===== src/source/avalanche_pkg.sv =====
// avalanche shared widths, opcodes and pipeline stage records
`default_nettype none

package avalanche_pkg;

	localparam int data_width = 16;               // machine word
	localparam int thread_count = 8;
	localparam int thread_span = 32;              // instruction words per thread
	localparam int pipe_depth = 5;                // issue to writeback
	localparam int reg_count = 16;                // registers per bank
	localparam logic [7:0] port_base = 8'h80;    // first operand field value naming the port

	typedef logic [data_width-1:0] data_t;
	typedef logic [7:0] pc_t;
	typedef logic [2:0] tid_t;
	typedef logic [7:0] field_t;
	typedef logic [3:0] reg_idx_t;
	typedef logic [7:0] port_addr_t;

	// unlisted codes fall through as no-ops
	typedef enum logic [7:0] {
		op_add = 8'h00,
		op_or  = 8'h02,
		op_and = 8'h03,
		op_xor = 8'h04,
		op_srl = 8'h05,     // shift right by one
		op_ldi = 8'h11,     // imm is rs1:rs2
		op_jal = 8'h12,     // target in imm low byte
		op_jeq = 8'h19,     // target in rd
		op_jne = 8'h1a,
		op_jlt = 8'h1b
	} opcode_t;

	typedef struct packed {
		opcode_t opcode;
		field_t  rd;
		field_t  rs1;
		field_t  rs2;
	} instr_t;

	typedef struct packed {
		logic valid;
		tid_t tid;
		pc_t  pc;
	} fetch_t;

	typedef struct packed {
		logic   valid;
		tid_t   tid;
		pc_t    next_pc;
		instr_t instr;
	} decode_t;

	typedef struct packed {
		logic    valid;
		tid_t    tid;
		pc_t     next_pc;
		opcode_t opcode;
		field_t  rd;
		data_t   imm;       // rs1 above rs2
		data_t   a;
		data_t   b;
	} operand_t;

	typedef struct packed {
		logic    valid;
		tid_t    tid;
		pc_t     next_pc;
		opcode_t opcode;
		field_t  rd;
		data_t   imm;
		data_t   value;
		logic    equal;
		logic    less;      // unsigned a below b
	} result_t;

endpackage

`default_nettype wire

===== src/source/writeback_unit.sv =====
// writeback_unit jump resolution, register write and registered port write
`default_nettype none

module writeback_unit (
	input  wire                        clk,
	input  wire                        rst_n,
	input  avalanche_pkg::result_t     result,
	output logic                       pc_we,
	output avalanche_pkg::tid_t        pc_tid,
	output avalanche_pkg::pc_t         pc_new,
	output logic                       reg_we,
	output avalanche_pkg::tid_t        reg_tid,
	output avalanche_pkg::reg_idx_t    reg_idx,
	output avalanche_pkg::data_t       reg_data,
	output logic                       port_wr,
	output avalanche_pkg::port_addr_t  port_wr_addr,
	output avalanche_pkg::data_t       port_wr_data
);

	logic taken;       // conditional jump resolved true
	logic writes;      // opcode produces a destination value
	logic to_port;

	always_comb begin
		taken  = 1'b0;
		writes = 1'b0;
		case (result.opcode)
			avalanche_pkg::op_jeq: taken = result.equal;
			avalanche_pkg::op_jne: taken = !result.equal;
			avalanche_pkg::op_jlt: taken = result.less;
			avalanche_pkg::op_add, avalanche_pkg::op_or, avalanche_pkg::op_and,
			avalanche_pkg::op_xor, avalanche_pkg::op_srl, avalanche_pkg::op_ldi,
			avalanche_pkg::op_jal: writes = 1'b1;
			default: ;                                          // no-op
		endcase
	end

	// every retiring slot rewrites its thread's PC
	always_comb begin
		pc_we  = result.valid;
		pc_tid = result.tid;
		if (taken) begin
			pc_new = result.rd;
		end else if (result.opcode == avalanche_pkg::op_jal) begin
			pc_new = result.imm[7:0];
		end else begin
			pc_new = result.next_pc;
		end
	end

	assign reg_we   = result.valid && writes && result.rd < avalanche_pkg::reg_count;
	assign reg_tid  = result.tid;
	assign reg_idx  = avalanche_pkg::reg_idx_t'(result.rd);
	assign reg_data = result.value;
	assign to_port  = result.valid && writes && result.rd >= avalanche_pkg::port_base;

	always_ff @(posedge clk or negedge rst_n) begin
		if (!rst_n) begin
			port_wr <= 1'b0;
		end else begin
			port_wr <= to_port;                                 // single-cycle pulse
		end
	end

	always_ff @(posedge clk) begin
		port_wr_addr <= result.rd;
		port_wr_data <= result.value;
	end

endmodule

`default_nettype wire


===== config.mk =====
export PLATFORM = sky130hd
export DESIGN_NAME = writeback_unit
export DESIGN_NICKNAME = d
export VERILOG_FILES = /design/src/source/avalanche_pkg.sv /design/src/source/writeback_unit.sv
export SDC_FILE = /design/constraint.sdc
export NUM_CORES = 1
export LEC_CHECK = 0
export BUFFER_PORTS_ARGS = -buffer_cell sky130_fd_sc_hd__buf_4
export CORE_ASPECT_RATIO = 0.6
export CORE_UTILIZATION = 32
export CTS_CLUSTER_DIAMETER = 30
export DETAILED_ROUTE_END_ITERATION = 10
export GPL_TIMING_DRIVEN = 0
export PLACE_DENSITY_LB_ADDON = 0.05
export SYNTH_ARGS = -nofsm -noshare
export SYNTH_HDL_FRONTEND = slang
export SYNTH_SLANG_ARGS = --single-unit

===== constraint.sdc =====
create_clock -name clk -period 1.65 [get_ports clk]
set_clock_uncertainty 0.1 [all_clocks]
set_input_delay 0.165 -clock clk [delete_from_list [all_inputs] [get_ports clk]]
set_output_delay 0.165 -clock clk [all_outputs]
set_load 0.01 [all_outputs]

==> flow_summary.yaml <==
clocking:
  ctsLongestPathBuffers: 2
  cts.clk_slew.worst_paths_ns: 0.09
  cts-buffers-inserted: 3
  cts_max_level: 1
  cts_tree: "done"
  root_buffer: "clkbuf_8"
  clock_sinks: 25
timing:
  hold_viol: 0
  fin_crit_sh_pct: 112
  rsz0062_at_grt: "true"
  worst_slack_ns: -0.200
  fmax_mhz: 541
  slew_viol_final: 0
  worstMarginPinSlew_ns: 0.538
  finalSetupViolations: 8
  slew_headroom_pct: 64.0
  post-route-min-period_ns: 1.85
worst_setup_path:
  endpoint_kind: "output pin"
  cp-startpoint: "result[45]"
  startpoint_type: "primary input"
  cp.arrival_ns: 1.59
  crit_required_ns: 1.38
  crit_fanout: 8
  path_class: "in2out"
  crit_end: "pc_new[1]"
route:
  post_drt_wl_per_cell_um: 12.6
  drt_iter0_drc: 22
  wl_um: 3490
  drt-pass1-iter-count: 4
  via_count: 1153
  antenna_left: 0
  drc: 0
  viasPerCell: 4.16
power_and_ir_drop:
  powerDensity_mw_per_mm2: 614
  peakVddDrop_uv: 320
  finalPower_uw: 1440
  leakagePower_uw: 0.00119
logic_synthesis:
  syn_inst: 87
  yosysSeqAreaShare_pct: 47.7
  synthesis.area_mm2: 0.00106
  ys_types: 20
  ys_warn_count: 0
  synth_area_leader_cell: "dfxtp_1"
  syn-num-nets: 151
  yosysTopAreaCellShare_pct: 45.3
  yosys_register_bits: 25
  synthTopCellsByArea: "dfxtp_1, buf_4, mux2_2"
  syn_area_per_cell_um2: 12.2
global_route:
  grt_pass1_vias: 1105
  grt_pass1_wl_um: 4980
  track_usage_pct: 18.7
  grt_use_met3_pct: 7.52
  busiest_layer: "met2"
  grt_util_met1_pct: 18.9
  grt_max_degree: 16
  antenna_found_initial: 0
  grt_use_met2_pct: 38.6
  globalRouteOverflowTotal: 0
die:
  fp-row-count: 15
  die_h_um: 46.6
  start_util_pct: 35.3
  boundaryPins: 125
  coreArea_mm2: 0.00300
  die_area_mm2: 0.00355
  dieWidth_um: 76.3
placed_design:
  dp_hpwl_um: 2520
  port_buffers: 113
  place_congestion: 0.775
  dp.cells: 242
hold_path:
  hp-class: "in2reg"
run_status:
  violations: "setup timing"
  outcome: "complete, but fails checks"
layout:
  syn_to_final_growth_pct: 121
  fin_cells: 277
  n_antenna_cell: 0
  final_util_pct: 78.2
  layout.nets: 300
  drive_above_1_share_pct: 72.3
job:
  maxCapViolations: 0
[flip-flops by register name, indices dropped and copies added, names as in the netlist]
register,count
port_wr_data,16
port_wr,1
port_wr_addr,8
[per-layer routing]
layer	wire (um)	part of all wire, %
met5	0	0
met1	1320	38
met4	20	0.57
met3	323	9.3
met2	1830	52
[how the worst min path moves through the flow]
stage / startpoint / to / slack, ns / depth (start not counted)
4_1_cts: result[41] / port_wr / 0.05 / 3
5_1_grt: result[41] / port_wr / 0.05 / 3
3_5_place_dp: rst_n / port_wr / -0.16 / 1
3_3_place_gp: rst_n / port_wr / -0.16 / 1
2_1_floorplan: rst_n / port_wr / -0.23 / 0
6_report: result[41] / port_wr / 0.06 / 3
[synth_stat cells, drive strengths merged]
library cell  count
buf              27
dfxtp            24
mux2             14
inv               4
nor2              3
mux2i             2
o21ai             2
a2111oi           1
a21oi             1
and2b             1
dfrtp             1
nand4             1
nor3              1
nor4              1
o2111ai           1
o311ai            1
o41a              1
or4               1
[cell families after synthesis]
logic type / count (synthesis) / synth area share (%)
buffers and inverters: 31 / 20.5
AOI/OAI and AO/OA: 7 / 8.38
DFF: 25 / 47.7
and+or+nand+nor: 8 / 6.26
muxes: 16 / 17.1
[final cells by class]
class | instances | area, um^2
Inverter | 4 | 18.8
Clock buffer | 3 | 41.3
Buffer | 27 | 203
Clock inverter | 1 | 7.51
Tap cell | 42 | 52.6
Timing Repair Buffer | 144 | 1170
Multi-Input combinational cell | 31 | 353
Sequential cell | 25 | 505
Fill cell | 200 | 656
[worst max-delay path: stages]
cell and delay [ns]:
buf_8 0.10, nor4_4 0.34, nand4_4 0.24, mux2_4 0.36
mux2_4 0.26, buf_6 0.12
[cells in the final DEF, fill, tap and decap left out]
master,synthesis,layout
a2111oi_4,1,1
a21oi_1,1,1
and2b_2,1,1
buf_4,27,142
buf_6,0,2
buf_8,0,2
clkbuf_8,0,3
clkinvlp_4,0,2
dfrtp_1,1,1
dfxtp_1,24,24
dlygate4sd3_1,0,25
inv_1,4,3
mux2_2,13,11
mux2_4,1,3
mux2i_1,2,2
nand4_4,0,1
nor2_1,3,3
nor3_1,1,1
nor4_4,1,1
o2111ai_1,1,1
o21ai_0,1,1
o21ai_1,1,1
o311ai_4,1,1
o41a_1,1,1
or4_1,1,1
[power by group]
part           total (uW)  internal (uW)  switching, uW
logic                 430            282            148
registers             644            635           9.27
clock network         368            171            197
total                1440           1090            354
[repair_timing]
item                                    in CTS  in global routing
resized for setup                            9                  1
pin swaps                                    3                  1
hold buffers                                25                  0
endpoints found under the setup margin       8                  8
buffers inserted                             5                  1
hold endpoints to repair                    25                  0
[stage by stage]
step	instance area (um^2)	setup slack (ns)	setup TNS (ns)	hold slack [ns]
after global routing	2350	-0.252	-1.94	0.0477
after floorplan	1060	0.0858	0	-0.231
final	2350	-0.200	-1.41	0.0602
after CTS	2340	-0.185	-1.33	0.0491
after global placement	1960	-0.334	-2.37	-0.159
after detailed placement	1960	-0.334	-2.30	-0.158
Note: power is estimated with default switching activity, not from simulation.
