File: src/source/avalanche_pkg.sv
// avalanche shared widths, opcodes and pipeline stage records
`default_nettype none

package avalanche_pkg;

	localparam int data_width = 16;               // machine word
	localparam int thread_count = 8;
	localparam int thread_span = 32;              // instruction words per thread
	localparam int pipe_depth = 5;                // issue to writeback
	localparam int reg_count = 16;                // registers per bank
	localparam logic [7:0] port_base = 8'h80;    // first operand field value naming the port

	typedef logic [data_width-1:0] data_t;
	typedef logic [7:0] pc_t;
	typedef logic [2:0] tid_t;
	typedef logic [7:0] field_t;
	typedef logic [3:0] reg_idx_t;
	typedef logic [7:0] port_addr_t;

	// unlisted codes fall through as no-ops
	typedef enum logic [7:0] {
		op_add = 8'h00,
		op_or  = 8'h02,
		op_and = 8'h03,
		op_xor = 8'h04,
		op_srl = 8'h05,     // shift right by one
		op_ldi = 8'h11,     // imm is rs1:rs2
		op_jal = 8'h12,     // target in imm low byte
		op_jeq = 8'h19,     // target in rd
		op_jne = 8'h1a,
		op_jlt = 8'h1b
	} opcode_t;

	typedef struct packed {
		opcode_t opcode;
		field_t  rd;
		field_t  rs1;
		field_t  rs2;
	} instr_t;

	typedef struct packed {
		logic valid;
		tid_t tid;
		pc_t  pc;
	} fetch_t;

	typedef struct packed {
		logic   valid;
		tid_t   tid;
		pc_t    next_pc;
		instr_t instr;
	} decode_t;

	typedef struct packed {
		logic    valid;
		tid_t    tid;
		pc_t     next_pc;
		opcode_t opcode;
		field_t  rd;
		data_t   imm;       // rs1 above rs2
		data_t   a;
		data_t   b;
	} operand_t;

	typedef struct packed {
		logic    valid;
		tid_t    tid;
		pc_t     next_pc;
		opcode_t opcode;
		field_t  rd;
		data_t   imm;
		data_t   value;
		logic    equal;
		logic    less;      // unsigned a below b
	} result_t;

endpackage

`default_nettype wire
File: src/source/alu_stage.sv
// alu_stage word operations and unsigned compare flags, one register stage
`default_nettype none

module alu_stage (
	input  wire                        clk,
	input  wire                        rst_n,
	input  avalanche_pkg::operand_t    operand,
	input  avalanche_pkg::data_t       port_in,
	output avalanche_pkg::result_t     result
);

	avalanche_pkg::data_t   b_eff;
	avalanche_pkg::result_t nxt;
	avalanche_pkg::result_t payload_q;
	logic                   valid_q;

	// rs2 rides in the low byte of imm, same decode as the port read strobe
	assign b_eff = (operand.imm[7:0] >= avalanche_pkg::port_base) ? port_in : operand.b;

	always_comb begin
		nxt         = '0;
		nxt.valid   = operand.valid;
		nxt.tid     = operand.tid;
		nxt.next_pc = operand.next_pc;
		nxt.opcode  = operand.opcode;
		nxt.rd      = operand.rd;
		nxt.imm     = operand.imm;
		nxt.equal   = operand.a == b_eff;
		nxt.less    = operand.a < b_eff;                     // unsigned
		case (operand.opcode)
			avalanche_pkg::op_add: nxt.value = operand.a + b_eff;
			avalanche_pkg::op_or:  nxt.value = operand.a | b_eff;
			avalanche_pkg::op_and: nxt.value = operand.a & b_eff;
			avalanche_pkg::op_xor: nxt.value = operand.a ^ b_eff;
			avalanche_pkg::op_srl: nxt.value = operand.a >> 1;
			avalanche_pkg::op_ldi: nxt.value = operand.imm;
			avalanche_pkg::op_jal: nxt.value = {8'h00, operand.next_pc};  // return address
			default:               nxt.value = '0;          // jumps and no-ops
		endcase
	end

	always_ff @(posedge clk) begin
		payload_q <= nxt;
	end

	always_ff @(posedge clk or negedge rst_n) begin
		if (!rst_n) begin
			valid_q <= 1'b0;
		end else begin
			valid_q <= operand.valid;
		end
	end

	always_comb begin
		result       = payload_q;
		result.valid = valid_q;
	end

endmodule

`default_nettype wire

File: config.mk
export PLATFORM = sky130hd
export DESIGN_NAME = alu_stage
export DESIGN_NICKNAME = d
export VERILOG_FILES = /design/src/source/avalanche_pkg.sv /design/src/source/alu_stage.sv
export SDC_FILE = /design/constraint.sdc
export NUM_CORES = 1
export LEC_CHECK = 0
export BUFFER_PORTS_ARGS = -buffer_cell sky130_fd_sc_hd__buf_4
export CAP_MARGIN = 20
export CELL_PAD_IN_SITES_DETAIL_PLACEMENT = 0
export CELL_PAD_IN_SITES_GLOBAL_PLACEMENT = 2
export CORE_AREA = 3 3 120 122
export CTS_CLUSTER_DIAMETER = 120
export DETAILED_ROUTE_END_ITERATION = 10
export DIE_AREA = 0 0 123 125
export GPL_TIMING_DRIVEN = 0
export PLACE_DENSITY_LB_ADDON = 0.1
export SLEW_MARGIN = 20
export SYNTH_ARGS = -nofsm -noshare
export SYNTH_HDL_FRONTEND = slang
export SYNTH_SLANG_ARGS = --single-unit
File: constraint.sdc
create_clock -name clk -period 0.8 [get_ports clk]
set_input_delay 0.16 -clock clk [delete_from_list [all_inputs] [get_ports clk]]
set_output_delay 0.16 -clock clk [all_outputs]
set_load 0.01 [all_outputs]
==> impl_results.md <==
- Run status: finished with violations
- Failing checks: negative setup slack
- Sequential area share after synthesis: 34.8%
- Yosys warning total: 0
- Final setup margin: -1.23 ns
- Total clock buffers created by CTS: 9
- Final Max Slew Viols: 0
- Layout cells sized above 1: 60.4%
- RSZ-0062 raised after global routing: yes
- Cell Rows: 42
- Die Ht: 125 µm
- Drt first-iter violations: 291
- Remaining Overflow, GRT: 0
- Die X: 123 µm
- First-pass GRT wire length: 22100 µm
- Placer Congestion: 0.844
- DR WL met2: 6950 µm
- Hold Path Class: primary input to flop
- Top Layer Used: met4
- Reg clk slew, reported paths: 0.06 ns
- Cell taking the most area after synthesis: dfxtp_1
- CTS sink count: 62
- MaxCap Viol Count: 0
- Mapped Area: 3580 µm²
- Vias in the first global route: 4030
- Synth Flop Type: dfxtp_1
- Area delta synth->final: 95.8%
- Largest net degree at the start of global routing: 13
- Final nets: 770
- Netlist cell types: 56
- Post-Syn Instances: 381
- Worst Path Arrival: 2.25 ns
- WL met3: 1090 µm
- CP max FO: 6
- CTS max path bufs: 2
- Hold Violations, Final: 0
- Hold Path Stages: 1
- Starting Density: 26.9%
- Final setup violation count: 80
- Synth area leaders: dfxtp_1 (34%), ha_1 (17%), mux2_2 (5.7%), inv_1 (4.2%), a21oi_1 (3.2%)
- Post-DP HPWL: 10200 µm
- Final ANT Viol Nets: 0
- PortBufs: 155
- Final period util: 253%
- CORE AREA: 13300 µm²
- Setup crit start kind: primary input
- Pwr dens: 1470 nW/µm²
- TritonCTS clock tree: yes
- Worst EP required: 1.03 ns
- Synth async-reset ratio: 1.61%
- DRT Pass-1 Iters: 5
- Ports: 156
- Initial antenna violation count: 0
- Fmax: 493 MHz
- WL/cell: 17.9 µm
- Fin crit period: 2.03 ns
- Max VDD drop: 0.875 mV
- Clock root cell: clkbuf_16
- Final core utilization: 52.7%
- CP Capture Type: flop
- Slew headroom: 74.4%
- Die area: 15400 µm²
- GR Util All Layers: 19.0%
- Vias per inst: 4.82
- Static leakage: 3.11 nW
- Hold slack: 0.0239 ns
- CTS HTree Levels: 3
- Metal-1 WL: 6110 µm
- Post-synth top area share: 34.1%
- EDFF count, synth: 0
- #FFs+latches synth: 62
- Post-synth net total: 524
- DRT Wirelength: 14500 µm
- Mean area per synthesized cell: 9.40 µm²
- Worst slew pin tran: 0.379 ns
- # diodes: 0
- Via Count: 3893
- Setup Crit Path Kind: primary input to flop
- Pre-CTS setup slack: -1.96 ns
- Drt drc: 0
==> worst max-delay path: stages <==
cell and delay (ns):
buf_12 0.12, buf_12 0.15, buf_12 0.14, mux2_4 0.33, inv_4 0.07, ha_4 0.21, nand3b_1 0.15, a21oi_4 0.10
o21ai_4 0.21, a21oi_2 0.08, xor2_1 0.16, a221o_2 0.37
==> timing repair <==
action                     4_1_cts  5_1_grt
setup buffers                   36        7
pin swaps                       36       29
hold endpoints to repair        44        0
cloned                           0        0
hold buffers                    44        0
gates resized for setup        173       46
setup endpoints to repair       80       80
==> registers in the layout, summed over array words and instances (netlist names) <==
| name | cells |
|---|---|
| valid_q | 1 |
| result | 61 |
==> layer usage <==
| metal | track usage, % | vias up |
|---|---|---|
| met2 | 31.6 | 138 |
| met4 | 6.25 | 0 |
| met5 | 0 | - |
| met1 | 24.1 | 1855 |
| met3 | 4.47 | 20 |
| li1 | - | 1880 |
==> placed cells by master (no fill, tap or decap), types with 3 or more instances in the layout <==
cell and count:
a211oi_1 3, a21oi_1 12, a21oi_2 6, a21oi_4 5, a221oi_1 6, a222oi_1 9, a22oi_1 5, buf_12 5
buf_4 123, buf_6 72, clkbuf_16 9, dfxtp_1 4, dfxtp_2 57, dlygate4sd3_1 44, ha_1 28, ha_4 19
inv_1 31, inv_2 4, inv_4 5, mux2_2 9, mux2_4 9, mux2i_1 3, nand2_1 15, nand3_1 7
nand4_1 3, nor2_1 23, nor2_4 3, nor4_4 4, o211ai_1 6, o21ai_0 8, o21ai_1 4, o21ai_2 5
o21bai_1 4, o22ai_1 4, xor2_1 7
==> per-stage QoR <==
step	power, mW	cell area, µm²	cells	setup TNS [ns]
CTS	10.3	6840	803	-28.23
detailed placement	5.67	5240	712	-28.29
finish	10.3	7010	808	-25.33
global placement	5.65	5240	712	-28.07
global route	10.8	7010	808	-27.92
floorplan	4.67	3860	381	-19.20
==> where the power goes <==
| group | switching [mW] | internal [mW] | total, mW |
|---|---|---|---|
| Combinational | 1.45 | 1.80 | 3.25 |
| Clock | 1.56 | 2.19 | 3.76 |
| Sequential | 0.0638 | 3.26 | 3.32 |
==> cells by family after synthesis <==
kind of cell / share of synthesized area [%]
muxes: 6.50
DFF: 34.8
adders and majority gates: 17.3
and+or+nand+nor: 12.8
xor gates and xnor gates: 2.20
AOI/OAI and AO/OA: 20.0
buffers and inverters: 6.39
==> synth_stat cells, types with 3 or more instances <==
cell type and instances:
o211ai_1 6, mux2_2 18, o22ai_1 5, a21oi_1 23, clkbuf_1 5, nand2_1 18
and2_1 3, a222oi_1 9, xor2_1 7, inv_1 40, nor2_1 28, dfxtp_1 61
buf_2 6, a22oi_1 5, mux2i_1 3, a221oi_1 7, a211oi_1 5, o21bai_1 5
nor4_1 3, ha_1 48, o21ai_0 17, nand3_1 9, nand4_1 3, nor3_1 3
==> layout make-up <==
| cell class | count | area, µm² |
|---|---|---|
| Clock buffer | 10 | 239 |
| Sequential cell | 62 | 1320 |
| Multi-Input combinational cell | 264 | 2690 |
| Clock inverter | 6 | 46.3 |
| Fill cell | 1259 | 6280 |
| Tap cell | 176 | 220 |
| Buffer | 9 | 95.1 |
| Timing Repair Buffer | 241 | 2240 |
| Inverter | 40 | 163 |
==> final timing paths <==
path	slack [ns]	from	endpoint
max in group asynchronous	0.59	rst_n	valid_q
min in group asynchronous	0.13	rst_n	valid_q
worst min-delay path	0.02	operand[58]	result[44]
worst max-delay path	-1.23	operand[39]	result[12]
(Power assumes the default switching activity.)
