## config.mk

```make
export PLATFORM = sky130hd
export DESIGN_NAME = thread_pc_file
export DESIGN_NICKNAME = d
export VERILOG_FILES = /design/src/source/avalanche_pkg.sv /design/src/source/thread_pc_file.sv
export SDC_FILE = /design/constraint.sdc
export NUM_CORES = 1
export LEC_CHECK = 0
export BUFFER_PORTS_ARGS = -buffer_cell sky130_fd_sc_hd__buf_2
export CORE_MARGIN = 2
export CORE_UTILIZATION = 60
export CTS_BUF_LIST = sky130_fd_sc_hd__clkbuf_2 sky130_fd_sc_hd__clkbuf_4 sky130_fd_sc_hd__clkbuf_8
export DETAILED_ROUTE_END_ITERATION = 10
export PLACE_DENSITY = 0.8
export SETUP_SLACK_MARGIN = 0.3
export SYNTH_ARGS = -nofsm -noshare
export SYNTH_HDL_FRONTEND = slang
export SYNTH_SLANG_ARGS = --single-unit
```

## constraint.sdc

```tcl
create_clock -name clk -period 2 [get_ports clk]
set_clock_uncertainty 0.15 [all_clocks]
set_input_delay 0.3 -clock clk [delete_from_list [all_inputs] [get_ports clk]]
set_output_delay 0.3 -clock clk [all_outputs]
set_load 0.02 [all_outputs]
```

## src/source/avalanche_pkg.sv

```systemverilog
// avalanche shared widths, opcodes and pipeline stage records
`default_nettype none

package avalanche_pkg;

	localparam int data_width = 16;               // machine word
	localparam int thread_count = 8;
	localparam int thread_span = 32;              // instruction words per thread
	localparam int pipe_depth = 5;                // issue to writeback
	localparam int reg_count = 16;                // registers per bank
	localparam logic [7:0] port_base = 8'h80;    // first operand field value naming the port

	typedef logic [data_width-1:0] data_t;
	typedef logic [7:0] pc_t;
	typedef logic [2:0] tid_t;
	typedef logic [7:0] field_t;
	typedef logic [3:0] reg_idx_t;
	typedef logic [7:0] port_addr_t;

	// unlisted codes fall through as no-ops
	typedef enum logic [7:0] {
		op_add = 8'h00,
		op_or  = 8'h02,
		op_and = 8'h03,
		op_xor = 8'h04,
		op_srl = 8'h05,     // shift right by one
		op_ldi = 8'h11,     // imm is rs1:rs2
		op_jal = 8'h12,     // target in imm low byte
		op_jeq = 8'h19,     // target in rd
		op_jne = 8'h1a,
		op_jlt = 8'h1b
	} opcode_t;

	typedef struct packed {
		opcode_t opcode;
		field_t  rd;
		field_t  rs1;
		field_t  rs2;
	} instr_t;

	typedef struct packed {
		logic valid;
		tid_t tid;
		pc_t  pc;
	} fetch_t;

	typedef struct packed {
		logic   valid;
		tid_t   tid;
		pc_t    next_pc;
		instr_t instr;
	} decode_t;

	typedef struct packed {
		logic    valid;
		tid_t    tid;
		pc_t     next_pc;
		opcode_t opcode;
		field_t  rd;
		data_t   imm;       // rs1 above rs2
		data_t   a;
		data_t   b;
	} operand_t;

	typedef struct packed {
		logic    valid;
		tid_t    tid;
		pc_t     next_pc;
		opcode_t opcode;
		field_t  rd;
		data_t   imm;
		data_t   value;
		logic    equal;
		logic    less;      // unsigned a below b
	} result_t;

endpackage

`default_nettype wire
```

## src/source/thread_pc_file.sv

```systemverilog
// thread_pc_file round-robin thread counter, per-thread program counters and fetch slot
`default_nettype none

module thread_pc_file (
	input  wire                      clk,
	input  wire                      rst_n,
	input  wire                      run,
	input  wire                      pc_we,
	input  avalanche_pkg::tid_t      pc_tid,
	input  avalanche_pkg::pc_t       pc_new,
	output avalanche_pkg::fetch_t    fetch
);

	avalanche_pkg::tid_t tid_cnt;                                // next thread to issue
	avalanche_pkg::pc_t  pc_q [avalanche_pkg::thread_count];
	logic                slot_valid;
	avalanche_pkg::tid_t slot_tid;
	avalanche_pkg::pc_t  slot_pc;

	always_ff @(posedge clk or negedge rst_n) begin
		if (!rst_n) begin
			tid_cnt <= '0;
		end else if (run) begin
			tid_cnt <= tid_cnt + 3'd1;                           // wraps modulo 8
		end
	end

	// each thread starts at the base of its own region
	always_ff @(posedge clk or negedge rst_n) begin
		if (!rst_n) begin
			for (int t = 0; t < avalanche_pkg::thread_count; t++) begin
				pc_q[t] <= avalanche_pkg::pc_t'(t * avalanche_pkg::thread_span);
			end
		end else if (pc_we) begin
			pc_q[pc_tid] <= pc_new;                              // retiring instruction
		end
	end

	always_ff @(posedge clk or negedge rst_n) begin
		if (!rst_n) begin
			slot_valid <= 1'b0;
		end else begin
			slot_valid <= run;                                   // bubble while idle
		end
	end

	always_ff @(posedge clk) begin
		slot_tid <= tid_cnt;
		slot_pc  <= pc_q[tid_cnt];
	end

	always_comb begin
		fetch.valid = slot_valid;
		fetch.tid   = slot_tid;
		fetch.pc    = slot_pc;
	end

endmodule

`default_nettype wire

```

==> impl_results.md <==
* DRC violation total after the first TritonRoute iteration at roughly 130
* Fraction of the yosys area taken by sequential cells at 0.572
* Min-Delay Path Depth at 2
* Maximum vdd ir drop at 0.637 mV
* Final period utilization at 0.824
* Num Clock Sinks at 79
* Average detailed-routed wire length per instance at 20.0 µm
* Number of endpoints failing setup at the final stage at 0
* Standard cell with the maximum stage delay on the critical path: sky130_fd_sc_hd__mux4_1
* Register bit total from synthesis at approximately 80
* Core Box Area at 0.00547 mm²
* Buffering stage count on the worst path with inverters included at 1
* Proportion of layout cells with a drive suffix above 1 at 0.597
* Register Area at 0.00194 mm²
* Endpoint of the worst hold path: pc_q[0]$_DFFE_PN0P_
* Port-buffer cells at 26
* Cell type with the largest total area after synthesis: sky130_fd_sc_hd__dfrtp_1
* FMAX at 0.606 GHz
* Number of synthesized flops with an enable pin at 0
* Peak fanout along the critical path at 8
* Post-DRT Antenna Nets at 0
* Critical Path RT at 2.07 ns
* Total congestion overflow at 0
* Most repeated cell in the gate-level netlist after synthesis: sky130_fd_sc_hd__mux2_2
* Internal Pwr Total at approximately 3.5 mW
* Setup repair after global routing missed its margin: true
* Via count of the first global-routing pass at a little over 2,000
* Post-Synthesis Net Count at 209
* Detailed-placement wirelength estimate at roughly 4000 µm
* Area of the die at 0.00626 mm²
* Setup slack after placement at 0.310 ns
* Width of the die at 79.1 µm
* CP Class: reg -> reg
* Count of fill cells added during filler insertion at 362
* Routed wire length at just over 6000 µm
* Wire length of the first global-routing pass at 10,400 µm
* Starting density of the core at 0.618
* Stages on the worst setup path at 3
* Synth Flop Type: sky130_fd_sc_hd__dfrtp_1
* Least-Margin Pin Slew at between 0.3 and 0.4 ns
* Final Slew Violations at 0
* Later-pin clock latency in the skew report at 0.34 ns
* Post-Syn Area at around 0.0034 mm²
* Largest net degree at the start of global routing at 69
* R2R cell count at 3
* Crit path capture type: flop
* TritonCTS buffer count at 9
* Vertical die dimension at between 70 and 80 µm
* Final Wtd Congestion at 0.762
* Number of buffers inserted to repair setup after CTS at 0
* Remaining DRCs at 0
* Worst slew margin relative to its limit at 0.769
* Final core utilization at 0.704
* Antenna diodes at 0
* Standard-cell row count at 27
* Post-synth top area share at 0.414
* CP arrival at 1.72 ns
* FF-to-FF End: slot_pc[1]$_DFF_P_
* Total routing usage reported by global routing at 0.223
* Maximum level of the CTS H-tree at 3
* Power dissipated by switching net loads at 1.37 mW
* Post-Synthesis Mean Instance Area at 17.5 µm²
* Class of the tightest hold or removal check: in -> reg
* Number of hold violations in the final report at 0
* CTS Root Cell: sky130_fd_sc_hd__clkbuf_8
* I/O pin count at 27
* Clock Power Share at 0.230
* P per Cell Area at 1280 mW/mm²
* Reg-to-reg setup timing slack at 0.35 ns
* Post-Route Setup TNS at 0 ns
* Synthesis-to-layout area growth at 13.9%
* Number of detailed-routing iterations run before antenna repair at 4
* Multi-input combinational cell area at roughly 0.0014 mm²
* Minimum period implied by the final worst setup slack at 1.65 ns
* Count of warnings emitted by yosys at 0
* Longest Clk Path Bufs at 2
* Ordered list of cells on the worst path: buf_4 > mux4_1 > mux2_2
* Leak pwr at about 1.7 nW
* Maxcap violations at 0
* Slowest Stage Delay on Critical Path at 0.56 ns
* Leading post-synthesis cells by instance count: sky130_fd_sc_hd__mux2_2, sky130_fd_sc_hd__dfrtp_1, sky130_fd_sc_hd__mux4_1
* Synth async-reset ratio at 0.861
* Number of antenna violations at the first check in global routing at 0
* Detailed-route vias per instance at around 5.9
* Net count of the finished layout at 249
* Result of the run: finished clean
* Worst Setup Start Kind: flop
* Critical hold path startpoint: pc_new[0]
* Detailed-route via count at 1,817
* Yosys cell types at 18
* Switching power as a share of total power at 0.279
* Combinational share of power at 0.305
* Clock Pin Slew Worst Setup and Hold Paths at about 0.08 ns
* Top cell family by delay on the critical path: multiplexers
* Startpoint of the most critical register-to-register path: tid_cnt[0]$_DFFE_PN0P_
* Post-synthesis instance total at 193
* Flop pwr share at 0.464
* Final worst slack at 0.351 ns
* Clock tree from TritonCTS: done
* Largest cells by area after synthesis: sky130_fd_sc_hd__dfrtp_1, sky130_fd_sc_hd__mux2_2, sky130_fd_sc_hd__mux4_1, sky130_fd_sc_hd__dfstp_2, sky130_fd_sc_hd__dfxtp_1
## what timing repair did
item | CTS | global route
resized for setup | 0 | 1
endpoints found under the setup margin | 0 | 3
endpoints found under the hold margin | 57 | 0
hold buffers | 2 | 0
## per-stage QoR
stage | hold WS (ns) | total power [mW] | cells | area, µm²
2_1_floorplan | -0.146 | 3.43 | 193 | 3380
3_3_place_gp | 0.182 | 3.73 | 292 | 3640
3_5_place_dp | 0.193 | 3.82 | 292 | 3640
4_1_cts | 0.129 | 4.95 | 310 | 3850
5_1_grt | 0.144 | 5.20 | 310 | 3850
6_report | 0.140 | 4.92 | 310 | 3850
## power groups by stage
| stage | registers [mW] | logic [mW] | clock network [mW] |
|---|---|---|---|
| floorplan | 2.38 | 1.05 | 0 |
| global placement | 2.28 | 1.45 | 0 |
| detailed placement | 2.31 | 1.51 | 0 |
| CTS | 2.28 | 1.52 | 1.16 |
| global route | 2.33 | 1.64 | 1.24 |
| finish | 2.28 | 1.50 | 1.13 |
## worst register-to-register path: cells and delay by family, from the launching register on
family,cells,cell delay [ns]
muxes,2,0.83
buffers and inverters,1,0.20
DFF,1,0.36
## final cells by class
| class | count | area share |
|---|---|---|
| Tap cell | 72 | 0.0234 |
| Multi-Input combinational cell | 101 | 0.354 |
| Timing Repair Buffer | 42 | 0.0705 |
| Clock buffer | 10 | 0.0341 |
| Sequential cell | 79 | 0.503 |
| Clock inverter | 6 | 0.0159 |
## cell families (layout without fill, tap and decap cells)
logic type    Yosys count  after routing  share of synthesized area
xor+xnor                2              2                    0.00518
mux                    89             89                      0.367
flops                  79             79                      0.572
buf+inv                13             58                     0.0251
fa+ha+maj               1              1                    0.00370
simple gates            9              9                     0.0266
## worst max-delay path by stage
stage / slack (ns) / from / end
floorplan: 0.32 / tid_cnt[0]$_DFFE_PN0P_ / slot_pc[5]$_DFF_P_
global placement: 0.37 / tid_cnt[0]$_DFFE_PN0P_ / slot_pc[5]$_DFF_P_
detailed placement: 0.31 / pc_we / pc_q[30]$_DFFE_PN0P_
CTS: 0.33 / tid_cnt[0]$_DFFE_PN0P_ / slot_pc[4]$_DFF_P_
global route: 0.29 / tid_cnt[0]$_DFFE_PN0P_ / slot_pc[1]$_DFF_P_
finish: 0.35 / tid_cnt[0]$_DFFE_PN0P_ / slot_pc[1]$_DFF_P_
## registers in the layout, summed over array words and instances (netlist names)
register / flops
tid_cnt: 3
slot_pc: 8
pc_q: 64
slot_tid: 3
slot_valid: 1
## routing by layer
layer | global-route usage | vias up | share of wire
met4 | 0.0845 | 0 | 0.019
met3 | 0.0375 | 12 | 0.024
met1 | 0.287 | 959 | 0.42
met5 | 0 | - | 0
met2 | 0.384 | 33 | 0.53
li1 | - | 813 | -
## placed cells by master, fill, tap and decap left out, drive strengths merged
cell type	netlist	layout
nand4b	3	3
dfxtp	11	11
bufinv	0	1
dlygate4sd3	0	2
xor2	1	1
ha	1	1
clkbuf	3	10
mux2	73	73
nand2	1	1
nor4b	1	1
nand4	1	1
clkinvlp	0	1
xnor2	1	1
mux4	16	16
buf	10	40
dfrtp	56	56
dfstp	12	12
clkinv	0	4
nor4bb	3	3
Power figures use the tool's default switching activity.
